===== config.mk =====
export PLATFORM = sky130hd
export DESIGN_NAME = norm_check_top
export DESIGN_NICKNAME = d
export VERILOG_FILES = /design/src/hdl/norm_check_pkg.sv /design/src/hdl/norm_check.sv /design/src/hdl/norm_check_ctrl.sv /design/src/hdl/norm_check_top.sv
export VERILOG_INCLUDE_DIRS = /design/src /design/src/hdl
export SDC_FILE = /design/constraint.sdc
export NUM_CORES = 1
export LEC_CHECK = 0
export ABC_AREA = 1
export BUFFER_PORTS_ARGS = -buffer_cell sky130_fd_sc_hd__buf_2
export CAP_MARGIN = 20
export CORE_ASPECT_RATIO = 1.4
export CORE_MARGIN = 2
export CORE_UTILIZATION = 42
export CTS_CLUSTER_DIAMETER = 80
export DETAILED_ROUTE_END_ITERATION = 12
export PLACE_DENSITY = 0.75
export SLEW_MARGIN = 20
export SYNTH_ARGS = -nofsm -noshare
export SYNTH_HDL_FRONTEND = slang
export SYNTH_SLANG_ARGS = --single-unit
export TNS_END_PERCENT = 100

===== constraint.sdc =====
create_clock -name clk -period 2.94 [get_ports clk]
set_input_delay 0.147 -clock clk [delete_from_list [all_inputs] [get_ports clk]]
set_output_delay 0.147 -clock clk [all_outputs]
set_load 0.02 [all_outputs]

===== src/hdl/norm_check_defines.svh =====
// Global constants for the ML-DSA norm-check block.
// Widths, memory geometry, the modulus and the per-mode bounds live here.
// Include this file wherever one of these macros is needed.

`ifndef NORM_CHECK_DEFINES_SVH
`define NORM_CHECK_DEFINES_SVH

// Each coefficient slot is 24 bits wide and only the low 23 bits carry data
`define NC_REG_SIZE         24
`define NC_COEFS_PER_WORD   4

// Coefficient memory geometry in words
`define NC_MEM_ADDR_WIDTH   10
`define NC_WORDS_PER_POLY   64

// ML-DSA modulus
`define NC_Q                8380417

// Number of polynomials in the z vector and in the r0 and ct0 vectors
`define NC_L                7
`define NC_K                8

// Infinity-norm bounds, gamma1 - beta, gamma2 - beta and gamma2
`define NC_Z_BOUND          524168
`define NC_R0_BOUND         261768
`define NC_CT0_BOUND        261888

`endif


===== src/hdl/norm_check_pkg.sv =====
// Types shared by the norm-check controller, the check units and the top level.
// Modules import this package inside their body and use scoped names in their ports.

`include "norm_check_defines.svh"

package norm_check_pkg;

    // One coefficient slot as stored in memory
    typedef logic [`NC_REG_SIZE-1:0] coef_t;

    // A memory word holds four slots, slot 0 sits in the low bits
    typedef coef_t [`NC_COEFS_PER_WORD-1:0] mem_word_t;

    // Word address into the coefficient memory
    typedef logic [`NC_MEM_ADDR_WIDTH-1:0] mem_addr_t;

    // Word index inside one polynomial
    // The shuffling randomness uses the same width since it is a start index
    typedef logic [$clog2(`NC_WORDS_PER_POLY)-1:0] word_idx_t;

    // Polynomial index inside a vector, sized for the longest vector
    typedef logic [$clog2(`NC_K)-1:0] poly_idx_t;

    // Which bound is applied to the vector being checked
    typedef enum logic [1:0] {
        CHK_Z   = 2'd0,
        CHK_R0  = 2'd1,
        CHK_CT0 = 2'd2
    } chk_norm_mode_t;

    // Controller FSM states
    typedef enum logic [1:0] {
        CTRL_IDLE  = 2'd0,
        CTRL_READ  = 2'd1,
        CTRL_FLUSH = 2'd2
    } ctrl_state_t;

    // Read request to the coefficient memory
    // The memory answers one cycle later and has no flow control
    typedef struct packed {
        logic      rd_en;
        mem_addr_t addr;
    } mem_rd_req_t;

endpackage


===== src/hdl/norm_check.sv =====
// Single coefficient bound check.
// Centres a coefficient modulo q and compares its magnitude with the bound
// of the selected mode. Purely combinational, four of these run in parallel.

`timescale 1ns/10ps

`include "norm_check_defines.svh"

module norm_check (
    input  logic                           enable,
    input  norm_check_pkg::chk_norm_mode_t mode,
    input  norm_check_pkg::coef_t          opa,
    output logic                           invalid
);

    import norm_check_pkg::*;

    localparam int val_width = `NC_REG_SIZE - 1;

    localparam logic [val_width-1:0] q_val  = val_width'(`NC_Q);
    localparam logic [val_width-1:0] q_half = val_width'((`NC_Q - 1) / 2);

    logic [val_width-1:0] coef_val;
    logic [val_width-1:0] centred;
    logic [val_width-1:0] bound;
    logic                 out_of_field;

    // Only the low 23 bits hold the coefficient, the top bit of the slot is spare
    assign coef_val = opa[val_width-1:0];

    // A raw value at or above q is not a reduced coefficient
    assign out_of_field = (coef_val >= q_val);

    // Upper half of the field stands for negative values
    // q - c gives their magnitude
    assign centred = (coef_val <= q_half) ? coef_val : (q_val - coef_val);

    always_comb begin
        case (mode)
            CHK_Z:   bound = val_width'(`NC_Z_BOUND);
            CHK_R0:  bound = val_width'(`NC_R0_BOUND);
            CHK_CT0: bound = val_width'(`NC_CT0_BOUND);
            // An illegal mode gives a zero bound so every coefficient fails
            default: bound = '0;
        endcase
    end

    // The bound itself already fails, the norm must be strictly below it
    assign invalid = enable & (out_of_field | (centred >= bound));

    // Mode comes from the top-level input and must be legal whenever a check runs
    always_comb begin
        if (enable) begin
            mode_legal: assert final (mode inside {CHK_Z, CHK_R0, CHK_CT0})
                else $error("norm_check: illegal mode %h during check", mode);
        end
    end

endmodule


===== src/hdl/norm_check_ctrl.sv =====
// Read sequencer for the norm-check block.
// Walks every polynomial of the selected vector, one memory word per cycle,
// starting each polynomial at the sampled randomness and wrapping at 64.
// Raises an internal done once the last word has cleared the check units.

`timescale 1ns/10ps

`include "norm_check_defines.svh"

module norm_check_ctrl (
    input  logic                          clk,
    input  logic                          reset_n,
    input  logic                          zeroize,
    input  logic                          norm_check_enable,
    input  norm_check_pkg::chk_norm_mode_t mode,
    input  norm_check_pkg::word_idx_t     randomness,
    input  norm_check_pkg::mem_addr_t     mem_base_addr,
    output norm_check_pkg::mem_rd_req_t   mem_rd_req,
    output logic                          check_enable,
    output logic                          norm_check_done
);

    import norm_check_pkg::*;

    localparam int word_bits = $bits(word_idx_t);

    ctrl_state_t state;
    poly_idx_t   poly_cnt;
    poly_idx_t   last_poly;
    word_idx_t   word_cnt;
    word_idx_t   rand_q;
    word_idx_t   word_idx;
    logic [1:0]  flush_cnt;
    mem_addr_t   addr_offset;

    // z has L polynomials, r0 and ct0 have K
    // Mode is held stable by the caller for the whole operation
    assign last_poly = (mode == CHK_Z) ? poly_idx_t'(`NC_L - 1) : poly_idx_t'(`NC_K - 1);

    // Rotated word index, the 6-bit add wraps modulo 64 by itself
    assign word_idx = word_cnt + rand_q;

    // Request is issued straight from the counters so it appears in every READ cycle
    assign mem_rd_req.rd_en = (state == CTRL_READ);
    assign mem_rd_req.addr  = mem_base_addr + mem_addr_t'({poly_cnt, word_idx});

    // One check per issued read, the top level lines it up with the returned data
    assign check_enable = (state == CTRL_READ);

    // FLUSH lasts three cycles
    // The second one is when the accumulated invalid flag has seen the last word
    // The third keeps the controller busy while done is registered at the top
    assign norm_check_done = (state == CTRL_FLUSH) && (flush_cnt == 2'd1);

    always_ff @(posedge clk or negedge reset_n) begin
        if (!reset_n) begin
            state     <= CTRL_IDLE;
            poly_cnt  <= '0;
            word_cnt  <= '0;
            rand_q    <= '0;
            flush_cnt <= '0;
        end else if (zeroize) begin
            state     <= CTRL_IDLE;
            poly_cnt  <= '0;
            word_cnt  <= '0;
            rand_q    <= '0;
            flush_cnt <= '0;
        end else begin
            case (state)
                CTRL_IDLE: begin
                    // A start pulse is only honoured here, so pulses while busy are dropped
                    if (norm_check_enable) begin
                        state    <= CTRL_READ;
                        poly_cnt <= '0;
                        word_cnt <= '0;
                        rand_q   <= randomness;
                    end
                end
                CTRL_READ: begin
                    word_cnt <= word_cnt + 1'b1;
                    // Last word of this polynomial, move on to the next one
                    if (word_cnt == word_idx_t'(`NC_WORDS_PER_POLY - 1)) begin
                        poly_cnt <= poly_cnt + 1'b1;
                        if (poly_cnt == last_poly) begin
                            state     <= CTRL_FLUSH;
                            flush_cnt <= '0;
                        end
                    end
                end
                CTRL_FLUSH: begin
                    flush_cnt <= flush_cnt + 1'b1;
                    if (flush_cnt == 2'd2) begin
                        state <= CTRL_IDLE;
                    end
                end
                default: begin
                    state <= CTRL_IDLE;
                end
            endcase
        end
    end

    // Offset of the request from the vector base, wraps like the memory address
    assign addr_offset = mem_rd_req.addr - mem_base_addr;

    // An idle controller that sees no start must not read on the next cycle
    idle_no_read: assert property (@(posedge clk) disable iff (!reset_n)
        (state == CTRL_IDLE && !norm_check_enable) |=> !mem_rd_req.rd_en)
        else $error("norm_check_ctrl: read issued without a start");

    // Every read stays within the polynomials of the selected vector
    addr_in_window: assert property (@(posedge clk) disable iff (!reset_n)
        mem_rd_req.rd_en |-> (addr_offset[`NC_MEM_ADDR_WIDTH-1:word_bits] <= last_poly))
        else $error("norm_check_ctrl: address %h outside vector window", mem_rd_req.addr);

endmodule


===== src/hdl/norm_check_top.sv =====
// Top level of the ML-DSA norm-check block.
// A start pulse reads one vector from the coefficient memory, four coefficients
// per cycle, and reports a single invalid flag with done.
// Ready follows done by one cycle so the controller can queue the next vector.

`timescale 1ns/10ps

`include "norm_check_defines.svh"

module norm_check_top (
    input  logic                           clk,
    input  logic                           reset_n,
    input  logic                           zeroize,
    input  logic                           norm_check_enable,
    input  norm_check_pkg::chk_norm_mode_t mode,
    input  logic                           shuffling_enable,
    input  norm_check_pkg::word_idx_t      randomness,
    input  norm_check_pkg::mem_addr_t      mem_base_addr,
    output norm_check_pkg::mem_rd_req_t    mem_rd_req,
    input  norm_check_pkg::mem_word_t      mem_rd_data,
    output logic                           invalid,
    output logic                           norm_check_ready,
    output logic                           norm_check_done
);

    import norm_check_pkg::*;

    logic [`NC_COEFS_PER_WORD-1:0] check_invalid;
    logic                          check_enable;
    logic                          check_enable_q;
    logic                          done_int;
    word_idx_t                     ctrl_randomness;

    // Without shuffling every polynomial starts at word 0
    // The controller samples this only on the start cycle and holds it for the operation
    assign ctrl_randomness = shuffling_enable ? randomness : '0;

    norm_check_ctrl u_ctrl (
        .clk               (clk),
        .reset_n           (reset_n),
        .zeroize           (zeroize),
        .norm_check_enable (norm_check_enable),
        .mode              (mode),
        .randomness        (ctrl_randomness),
        .mem_base_addr     (mem_base_addr),
        .mem_rd_req        (mem_rd_req),
        .check_enable      (check_enable),
        .norm_check_done   (done_int)
    );

    // One check unit per slot of the returned word
    for (genvar i = 0; i < `NC_COEFS_PER_WORD; i++) begin : g_check
        norm_check u_check (
            .enable  (check_enable_q),
            .mode    (mode),
            .opa     (mem_rd_data[i]),
            .invalid (check_invalid[i])
        );
    end

    // Memory data arrives one cycle after the request, so the enable is delayed to match
    // Done and ready are registered pulses, ready trails done by one cycle
    always_ff @(posedge clk or negedge reset_n) begin
        if (!reset_n) begin
            check_enable_q   <= 1'b0;
            norm_check_done  <= 1'b0;
            norm_check_ready <= 1'b0;
        end else if (zeroize) begin
            check_enable_q   <= 1'b0;
            norm_check_done  <= 1'b0;
            norm_check_ready <= 1'b0;
        end else begin
            check_enable_q   <= check_enable;
            norm_check_done  <= done_int;
            norm_check_ready <= norm_check_done;
        end
    end

    // Sticky OR over every coefficient of the vector
    // It is read by the controller while done is high and cleared right after
    always_ff @(posedge clk or negedge reset_n) begin
        if (!reset_n) begin
            invalid <= 1'b0;
        end else if (zeroize || norm_check_done) begin
            invalid <= 1'b0;
        end else begin
            invalid <= invalid | (|check_invalid);
        end
    end

    // Done and ready are separate pulses and never overlap
    done_ready_excl: assert property (@(posedge clk) disable iff (!reset_n)
        norm_check_done |-> !norm_check_ready)
        else $error("norm_check_top: done and ready high together");

endmodule


## After elaboration in Yosys (flattened, before gate mapping)

Cells that the tools add are included.

| operators by class | value |
|---|---|
| reductions and logical operators | 14 |
| equal/unequal tests | 12 |
| muxes and demuxes | 31 |
| $add $sub $neg | 9 |
| bitwise operators | 9 |
| order comparisons | 12 |

Operator list:

| kind | number |
|---|---|
| $ge 23x19->1 | 4 |
| $ge 23x23->1 const B | 4 |
| $le 23x22->1 const B | 4 |
| $mux 23 | 4 |
| $sub 23x23->23 const A | 4 |
| $pmux 19 s3 | 1 |
| $mux 6 | 6 |
| $mux 2 | 8 |
| $pmux 6 s2 | 1 |
| $add 10x9->10 | 1 |
| $mux 3 | 3 |
| $add 6x1->6 const B | 1 |
| $add 6x6->6 | 1 |
| $eq 2x1->1 const B | 3 |
| $eq 2x2->1 const B | 3 |
| $eq 6x6->1 const B | 1 |
| $ne 3x2->1 const B | 2 |
| $ne 3x3->1 const B | 2 |
| $pmux 2 s3 | 1 |
| $pmux 3 s2 | 1 |
| $reduce_and 3->1 | 2 |
| $reduce_bool 3->1 | 2 |
| $mux 1 | 5 |
| $or 1x1->1 | 5 |
| other kinds (12) | 18 |

| word-level totals | value |
|---|---|
| bits of input ports | 119 |
| flip-flop bits (word level) | 23 |
| output and inout port bits | 14 |

## Logic depth before layout (Yosys ltp)

Gate-level depths: netlist (run 1).

| depth | value |
|---|---|
| word-level depth | 8 |
| mapped depth | 27 |

## Hierarchy

A second synthesis (run 1) with hierarchy kept.

| unflattened totals | value |
|---|---|
| cells, all modules | 967 |
| area total of the unflattened synthesis | 6,068.3 sq um |

By module, submodules not included:

| module | sequential area each (sq um) | area each (sq um) | times used | cells each |
|---|---|---|---|---|
| norm_check at g_check[0].u_check ... | 0.0 | 1,042.2 | 3 | 174 |
| norm_check_ctrl | 475.5 | 1,696.6 | 1 | 242 |
| norm_check at g_check[2].u_check | 0.0 | 1,044.8 | 1 | 174 |
| norm_check_top | 100.1 | 200.2 | 1 | 29 |

## Worst setup path after synthesis (run 1)

No wires, ideal clock.

| path | value |
|---|---|
| path kind | flip-flop to output port |
| start point | register u_ctrl.word_cnt[0] |
| end point | output port mem_rd_req[9] (netlist bit) |
| data arrival time | 2.766 ns |
| path slack | 0.027 ns |
| data required time | 2.793 ns |
| buffers on the path | 0 |
| stages on the path, launching flop included | 15 |
| path through | dfrtp_1 ha_1 fa_1 a21oi_1 o21ai_0 xor2_1 ha_1 inv_1 o21ai_0 nand2_1 nand2_1 a21oi_1 o21ai_0 a21oi_1 xnor2_1 |

RTL lines:

| element | RTL line | RTL |
|---|---|---|
| start: declaration | norm_check_ctrl.sv:30 | `word_idx_t word_cnt;` |
| start signal: assignment | norm_check_ctrl.sv:80 | `word_cnt <= word_cnt + 1'b1;` |
| end: declaration | norm_check_top.sv:19 | `output norm_check_pkg::mem_rd_req_t mem_rd_req,` |

==> results of run 1 <==
cell type report:
class,instances,area (um^2)
clock buffers,4,78.83
fillers,1392,6321
inverters,149,559.3
multi-input cells,798,4662
flip-flops and latches,23,575.6
well taps,182,227.7
repair buffers,176,1026
kinds of logic after synthesis:
kind of cell	Yosys count	share of synthesized area [%]
and+or+nand+nor	542	41.59
AOI/OAI and AO/OA	110	10.32
DFF	23	9.892
adders and majority gates	76	16.60
xor gates and xnor gates	70	10.54
buffers and inverters	161	11.05
metal layers:
layer	part of all wire, %	up-vias	global-route usage, %
li1	-	3493	-
met1	40	2892	22.48
met2	54	132	42.48
met3	3.7	27	1.860
met4	1.8	4	4.294
met5	0.15	-	0
metrics by stage:
step	utilization (%)	worst slack, ns	cell area, um^2
final	53.00	-0.1519	7129
after global routing	53.00	-0.3200	7129
after CTS	52.60	-0.1128	7076
after detailed placement	51.47	-0.03597	6923
after global placement	51.47	0.03133	6923
after floorplan	-	0.02676	5818
final timing paths:
path	start	end	slack, ns	cells past startpoint
hold / removal	zeroize	norm_check_ready$_DFF_PN0_	0.08	2
setup reg to reg	u_ctrl.word_cnt[0]$_DFFE_PN0P_	u_ctrl.poly_cnt[2]$_DFFE_PN0P_	1.16	11
hold reg to reg	norm_check_done$_DFF_PN0_	norm_check_ready$_DFF_PN0_	0.51	2
setup / recovery	u_ctrl.word_cnt[0]$_DFFE_PN0P_	mem_rd_req[8]	-0.15	16
min in group asynchronous	reset_n	u_ctrl.rand_q[4]$_DFFE_PN0P_	0.40	2
max in group asynchronous	reset_n	norm_check_done$_DFF_PN0_	2.19	2
registers in the layout (all words and copies together), names as in the netlist:
| name | flops |
|---|---|
| u_ctrl.rand_q | 6 |
| u_ctrl.word_cnt | 6 |
| u_ctrl.poly_cnt | 3 |
| u_ctrl.flush_cnt | 2 |
| u_ctrl.state | 2 |
| check_enable_q | 1 |
| invalid | 1 |
| norm_check_done | 1 |
| norm_check_ready | 1 |
timing repair:
action | in CTS | in global routing
hold endpoints to repair | 23 | 0
resized for setup | 13 | 11
setup buffers | 3 | 3
pin swaps | 7 | 10
hold buffers | 1 | 0
setup endpoints to repair | 4 | 5
Yosys cell counts, types with 2 or more instances:
| cell | n | area share [%] |
|---|---|---|
| nand2_1 | 244 | 16 |
| inv_1 | 145 | 9.4 |
| nor2_1 | 144 | 9.3 |
| ha_1 | 74 | 16 |
| nand3_1 | 65 | 5.6 |
| a21oi_1 | 56 | 4.8 |
| xor2_1 | 51 | 7.7 |
| o21ai_0 | 34 | 2.9 |
| dfrtp_1 | 23 | 9.9 |
| nand4_1 | 20 | 2.2 |
| xnor2_1 | 19 | 2.9 |
| nor2_2 | 16 | 1.7 |
| nor3_1 | 11 | 0.95 |
| nand2_2 | 9 | 0.97 |
| nand3_2 | 9 | 1.5 |
| nand3b_1 | 7 | 0.90 |
| a31oi_1 | 6 | 0.65 |
| clkbuf_1 | 6 | 0.39 |
| inv_2 | 4 | 0.26 |
| or2_2 | 4 | 0.43 |
| buf_6 | 3 | 0.58 |
| nand3_4 | 3 | 0.90 |
| fa_1 | 2 | 0.69 |
| nand2_4 | 2 | 0.39 |
| o21a_1 | 2 | 0.26 |
worst max-delay path, delay by kind of cell, from the launching register on:
kind                       cells  cell delay (ns)
adders and majority gates      3             0.86
buffers and inverters          5             0.56
AOI/OAI and AO/OA              4             0.46
DFF                            1             0.39
xor gates and xnor gates       2             0.29
and+or+nand+nor                2             0.13
where the power goes:
part           internal, uW  total [uW]  switching [uW]
clock network           185         292             107
logic                   598        1460             858
registers               379         435            56.2
total                  1160        2180            1020
==> results.md, run 1 <==
* Post-Synthesis Cells at 982
* Post-route ant nets at 0
* Crit path kind: flip-flop to output port
* Setup WS post-layout at -0.1519 ns
* DR iter-0 viols at 170
* CP endpoint kind: output port
* Hold Slack at 0.07998 ns
* Most frequent cell on the critical path: buf_4
* Initial antenna violation count at 4
* Cell variety after synth at 48
* Slowest-stage cell, CP: dfrtp_1
* Status: finished with violations
* Layout cell share with drive strength beyond 1 at 21.48%
* Worst Path Arrival at 2.94 ns
* Pwr Density at 306.2 nW/um^2
* Req. time, crit path at 2.79 ns
* Most common cell after layout, fill and taps aside: nand2_1
* TritonCTS clock tree: built
* RePlAce Congestion at 0.9566
* Worst path cell trace: ha_2 > fa_2 > xor2_1 > ha_1 > buf_4 > buf_4 > nand3_1 > nand2_1 > a21oi_1 > inv_1 > a21oi_2 > inv_1 > a21oi_2 > o21ai_1 > xor2_1 > buf_4
* DP Wirelength at 13560 um
* Die width at 103.5 um
* Pin count of the biggest net entering global routing at 24
* Vias in the first global route at 6201
* Total track usage at 20.93%
* Root buf cell: clkbuf_16
* Row cnt at 50
* Core ar. at 13450 um^2
* Die height at 143.3 um
* Total number of vias at 6548
* First-pass GRT wire length at 25670 um
* Total power at 2183 uW
* Mapped cell area at 5818 um^2
* Drt via density at 4.916
* Hold Fails Final Rpt at 0
* Syn-to-layout area delta at 22.54%
* Worst-case clock buffer depth at 2
* Synth async-reset ratio at 100.0%
* First drt pass iteration count at 5
* Total of warnings raised by yosys at 0
* Gr ovfl total at 0
* Syn avg cell area at 5.925 um^2
* Die area at 14820 um^2
* # nets final at 1346
* Yosys reg bits at 23
* CTS sink cnt at 23
* Clock Skews at 0.001461 ns
* Syn_nets at 1177
* Finished Layout Cells at 1332
* Worst-Margin Slew at 0.5197 ns
* CP max stage delay at 0.39 ns
* Worst Path Max Fanout at 3
* RSZ-0062 raised after global routing: true
* Achievable Freq at 0.3234 GHz
* Max Cap Viol at 0
* Port bufs at 128
* Failing checks: negative setup slack
* Static leakage at 0.003977 uW
* H-tree depth at 1
* Relative slew slack at 65.35%
* Top FF cell, synth: dfrtp_1
* Insertion delay to the later sink of the worst-skew pair at 0.25 ns
* TritonCTS Buffers at 3
* Routed WL per cell at 11.92 um
* VDD IR-drop max at 0.2909 mV
* I/O Pins at 133
* # diodes at 0
* Reg clk slew, reported paths at 0.06 ns
* Register area share after synthesis at 9.892%
* Worst hold path type: input pin to flip-flop
* Pins Over Slew Limit at 0
* Most frequent cells in the layout: nand2_1, inv_1, nor2_1
* Setup TNS at -0.4187 ns
* Post-synth EDFFs at 0
* Final setup viols at 3
* Fin crit share at 105.2%
* Critical Path Source Type: flip-flop
* Inst Count DP at 1321
* DRC at 0
* Min cycle time layout at 3.092 ns
* Final wirelength at 15870 um
* Initial Utilization at 43.26%
No activity file was read; power rests on OpenSTA's default activity.
==> run 2: changes to the inputs <==
--- a/config.mk
+++ b/config.mk
@@ -7,14 +7,14 @@
 export NUM_CORES = 1
 export LEC_CHECK = 0
 export ABC_AREA = 1
-export BUFFER_PORTS_ARGS = -buffer_cell sky130_fd_sc_hd__buf_2
 export CAP_MARGIN = 20
 export CORE_ASPECT_RATIO = 1.4
 export CORE_MARGIN = 2
 export CORE_UTILIZATION = 42
 export CTS_CLUSTER_DIAMETER = 80
 export DETAILED_ROUTE_END_ITERATION = 12
-export PLACE_DENSITY = 0.75
+export DONT_BUFFER_PORTS = 1
+export PLACE_DENSITY = 0.66
 export SLEW_MARGIN = 20
 export SYNTH_ARGS = -nofsm -noshare
 export SYNTH_HDL_FRONTEND = slang
==> run 2 against run 1 <==
Effect of this change:
- total power fell by 7.0%
- the flow still finishes with violations (negative setup slack)
- register-to-register slack got worse by 0.24 ns
- core utilization fell by 4.2 points
- clock skew rose by 0.00092 ns
- hold slack got worse by 0.036 ns
- sequential share of layout area rose by 0.69 points
- routed wire length fell by 1.9%
==> results.md, run 2 (synthesis results as in run 1) <==
* Status: finished with violations
* Failing checks: negative setup slack
* First-pass GRT wire length at 24920 um (-3.0%)
* Post-route ant nets at 0 (unchanged)
* Worst Path Arrival at 2.95 ns (about the same)
* I/O Pins at 133 (unchanged)
* Met1 usage in global routing at 21.17% (-1.3 points)
* Req. time, crit path at 2.79 ns (about the same)
* Met3 GRT Util at 3.426% (+1.6 points)
* Static leakage at 0.003509 uW (-12%)
* Max Cap Viol at 0 (unchanged)
* Most frequent cells in the layout: nand2_1, inv_1, nor2_1
* Setup WS post-layout at -0.1531 ns (-0.001193 ns)
* Final core utilization at 48.81% (-4.2 points)
* Critical Path Source Type: flip-flop
* Root buf cell: clkbuf_16
* Final setup viols at 4 (+1)
* Hold Fails Final Rpt at 0 (unchanged)
* Port bufs at 0 (-100%)
* Drt via density at 5.079 (+3.3%)
* Fin crit share at 105.2% (about the same)
* Top Registers: u_ctrl.rand_q x6, u_ctrl.word_cnt x6, u_ctrl.poly_cnt x3
* Pin count of the biggest net entering global routing at 24 (unchanged)
* Gr ovfl total at 0 (unchanged)
* Die area at 14820 um^2 (unchanged)
* DR iter-0 viols at 251 (+48%)
* Min cycle time layout at 3.093 ns (+0.001193 ns)
* Pwr Density at 309.3 nW/um^2 (+1.0%)
* Total track usage at 20.61% (-0.32 points)
* Seq pwr share at 21.3% (+1.4 points)
* Achievable Freq at 0.3233 GHz (about the same)
* Worst-case clock buffer depth at 2 (unchanged)
* Pins Over Slew Limit at 0 (unchanged)
* Comb power frac at 63.9% (-2.8 points)
* VDD IR-drop max at 0.2565 mV (-12%)
* Design Area, Final at 6565 um^2 (-7.9%)
* CTS sink cnt at 23 (unchanged)
* Clk network pwr share at 14.7% (+1.3 points)
* # nets final at 1224 (-9.1%)
* TritonCTS Buffers at 3 (unchanged)
* Reg clk slew, reported paths at 0.06 ns (about the same)
* Place WS at -0.1225 ns (-0.08649 ns)
* Die width at 103.5 um (unchanged)
* Insertion delay to the later sink of the worst-skew pair at 0.25 ns (about the same)
* Total power at 2030 uW (-7.0%)
* RePlAce Congestion at 0.8846 (-7.5%)
* Row cnt at 50 (unchanged)
* H-tree depth at 1 (unchanged)
* CP endpoint kind: output port
* Worst Path Max Fanout at 2 (-1)
* Die height at 143.3 um (unchanged)
* DP Area at 6292 um^2 (-9.1%)
* TritonCTS clock tree: built
* DP Wirelength at 13410 um (-1.1%)
* Worst hold path type: input pin to flip-flop
* Most common cell after layout, fill and taps aside: nand2_1
* Vias in the first global route at 5823 (-6.1%)
* Sw Ratio at 46.52% (-0.25 points)
* GR peak layer: met2
* Relative slew slack at 55.27% (-10 points)
* Core ar. at 13450 um^2 (unchanged)
* Initial Utilization at 43.26% (unchanged)
* # diodes at 0 (unchanged)
* RSZ-0062 raised after global routing: true
* DRC at 0 (unchanged)
* First drt pass iteration count at 4 (-1)
* Routed WL per cell at 12.87 um (+8.0%)
* GRT met2 Usage at 41.32% (-1.2 points)
* Syn-to-layout area delta at 12.84%
* Clock Skews at 0.002382 ns (+0.0009208 ns)
* Initial antenna violation count at 0 (-4)
* Crit path kind: flip-flop to output port
* Total number of vias at 6146 (-6.1%)
* Layout cell share with drive strength beyond 1 at 12.65% (-8.8 points)
* Worst-Margin Slew at 0.6702 ns (+0.1504 ns)
* Net Switching at 944.5 uW (-7.5%)
* Final wirelength at 15570 um (-1.9%)
* P_int at 1086 uW (-6.5%)
==> run 2: cell count changes in the layout (fill, tap and decap cells not counted), moves of 2 or more <==
cell     before  now
buf_2       124    1
o21ai_2       2    4
a21oi_2       8   10
nor2_1      141  143
nand2_1     243  241
nor2_2       19   17
a21oi_1      49   47
==> run 2: worst paths after layout <==
| kind | startpoint | endpoint | slack (ns) | cells after the start |
|---|---|---|---|---|
| setup / recovery | u_ctrl.rand_q[0]$_DFFE_PN0P_ | mem_rd_req[8] | -0.15 | 16 |
| hold / removal | randomness[1] | u_ctrl.rand_q[1]$_DFFE_PN0P_ | 0.04 | 2 |
| setup reg to reg | u_ctrl.state[0]$_DFFE_PN0P_ | u_ctrl.poly_cnt[2]$_DFFE_PN0P_ | 0.92 | 10 |
| hold reg to reg | check_enable_q$_DFF_PN0_ | invalid$_DFF_PN0_ | 0.52 | 2 |
| max in group asynchronous | reset_n | u_ctrl.rand_q[5]$_DFFE_PN0P_ | 2.15 | 2 |
| min in group asynchronous | reset_n | u_ctrl.rand_q[1]$_DFFE_PN0P_ | 0.43 | 2 |
==> run 2: critical path, cell delays in order, from the launching register on <==
cell	delay [ns]
dfrtp_1	0.38
ha_2	0.20
fa_2	0.35
buf_4	0.14
a21oi_2	0.12
o21ai_2	0.07
xor2_1	0.14
ha_1	0.31
buf_6	0.13
a21oi_2	0.12
inv_1	0.06
a21oi_2	0.13
inv_1	0.07
a21oi_2	0.11
o21ai_1	0.07
xor2_1	0.14
buf_4	0.16
==> run 2: routing by layer <==
| metal | routed length, um | share of wire, % | up-vias |
|---|---|---|---|
| li1 | - | - | 3237 |
| met1 | 5858 | 38 | 2727 |
| met2 | 8403 | 54 | 158 |
| met3 | 971 | 6.2 | 24 |
| met4 | 341 | 2.2 | 0 |
| met5 | 0 | 0 | - |
==> run 2: stage by stage <==
stage / setup TNS [ns] / instances / hold slack (ns)
after global placement: -0.05663 / 1196 / -0.1478
after detailed placement: -0.1504 / 1196 / -0.1478
after global routing: -1.046 / 1210 / 0.06615
after floorplan: 0 / 982 / -0.1486
final: -0.3949 / 1210 / 0.04379
after CTS: -0.4305 / 1206 / 0.04550
==> run 2: cell type report <==
type	count	area, um^2
clock buffer	3	75.07
clock inverter	1	5.005
fill	1445	6885
inverter	149	559.3
multi-input combinational	798	4711
sequential	23	575.6
tap	182	227.7
timing repair buffer	54	411.6
==> run 2: timing repair <==
item	in CTS	in global routing
hold endpoints to repair	24	23
cloned	0	0
gates resized for setup	20	9
hold buffers	2	1
endpoints found under the setup margin	5	6
pin swaps	9	7
setup buffers	4	3
==> run 2: power by group through the flow <==
stage / registers, uW / clock network [uW] / logic, uW
floorplan: 433 / 0 / 937
CTS: 434 / 302 / 1280
global placement: 434 / 0 / 1180
detailed placement: 437 / 0 / 1210
finish: 433 / 299 / 1300
global route: 443 / 316 / 1470
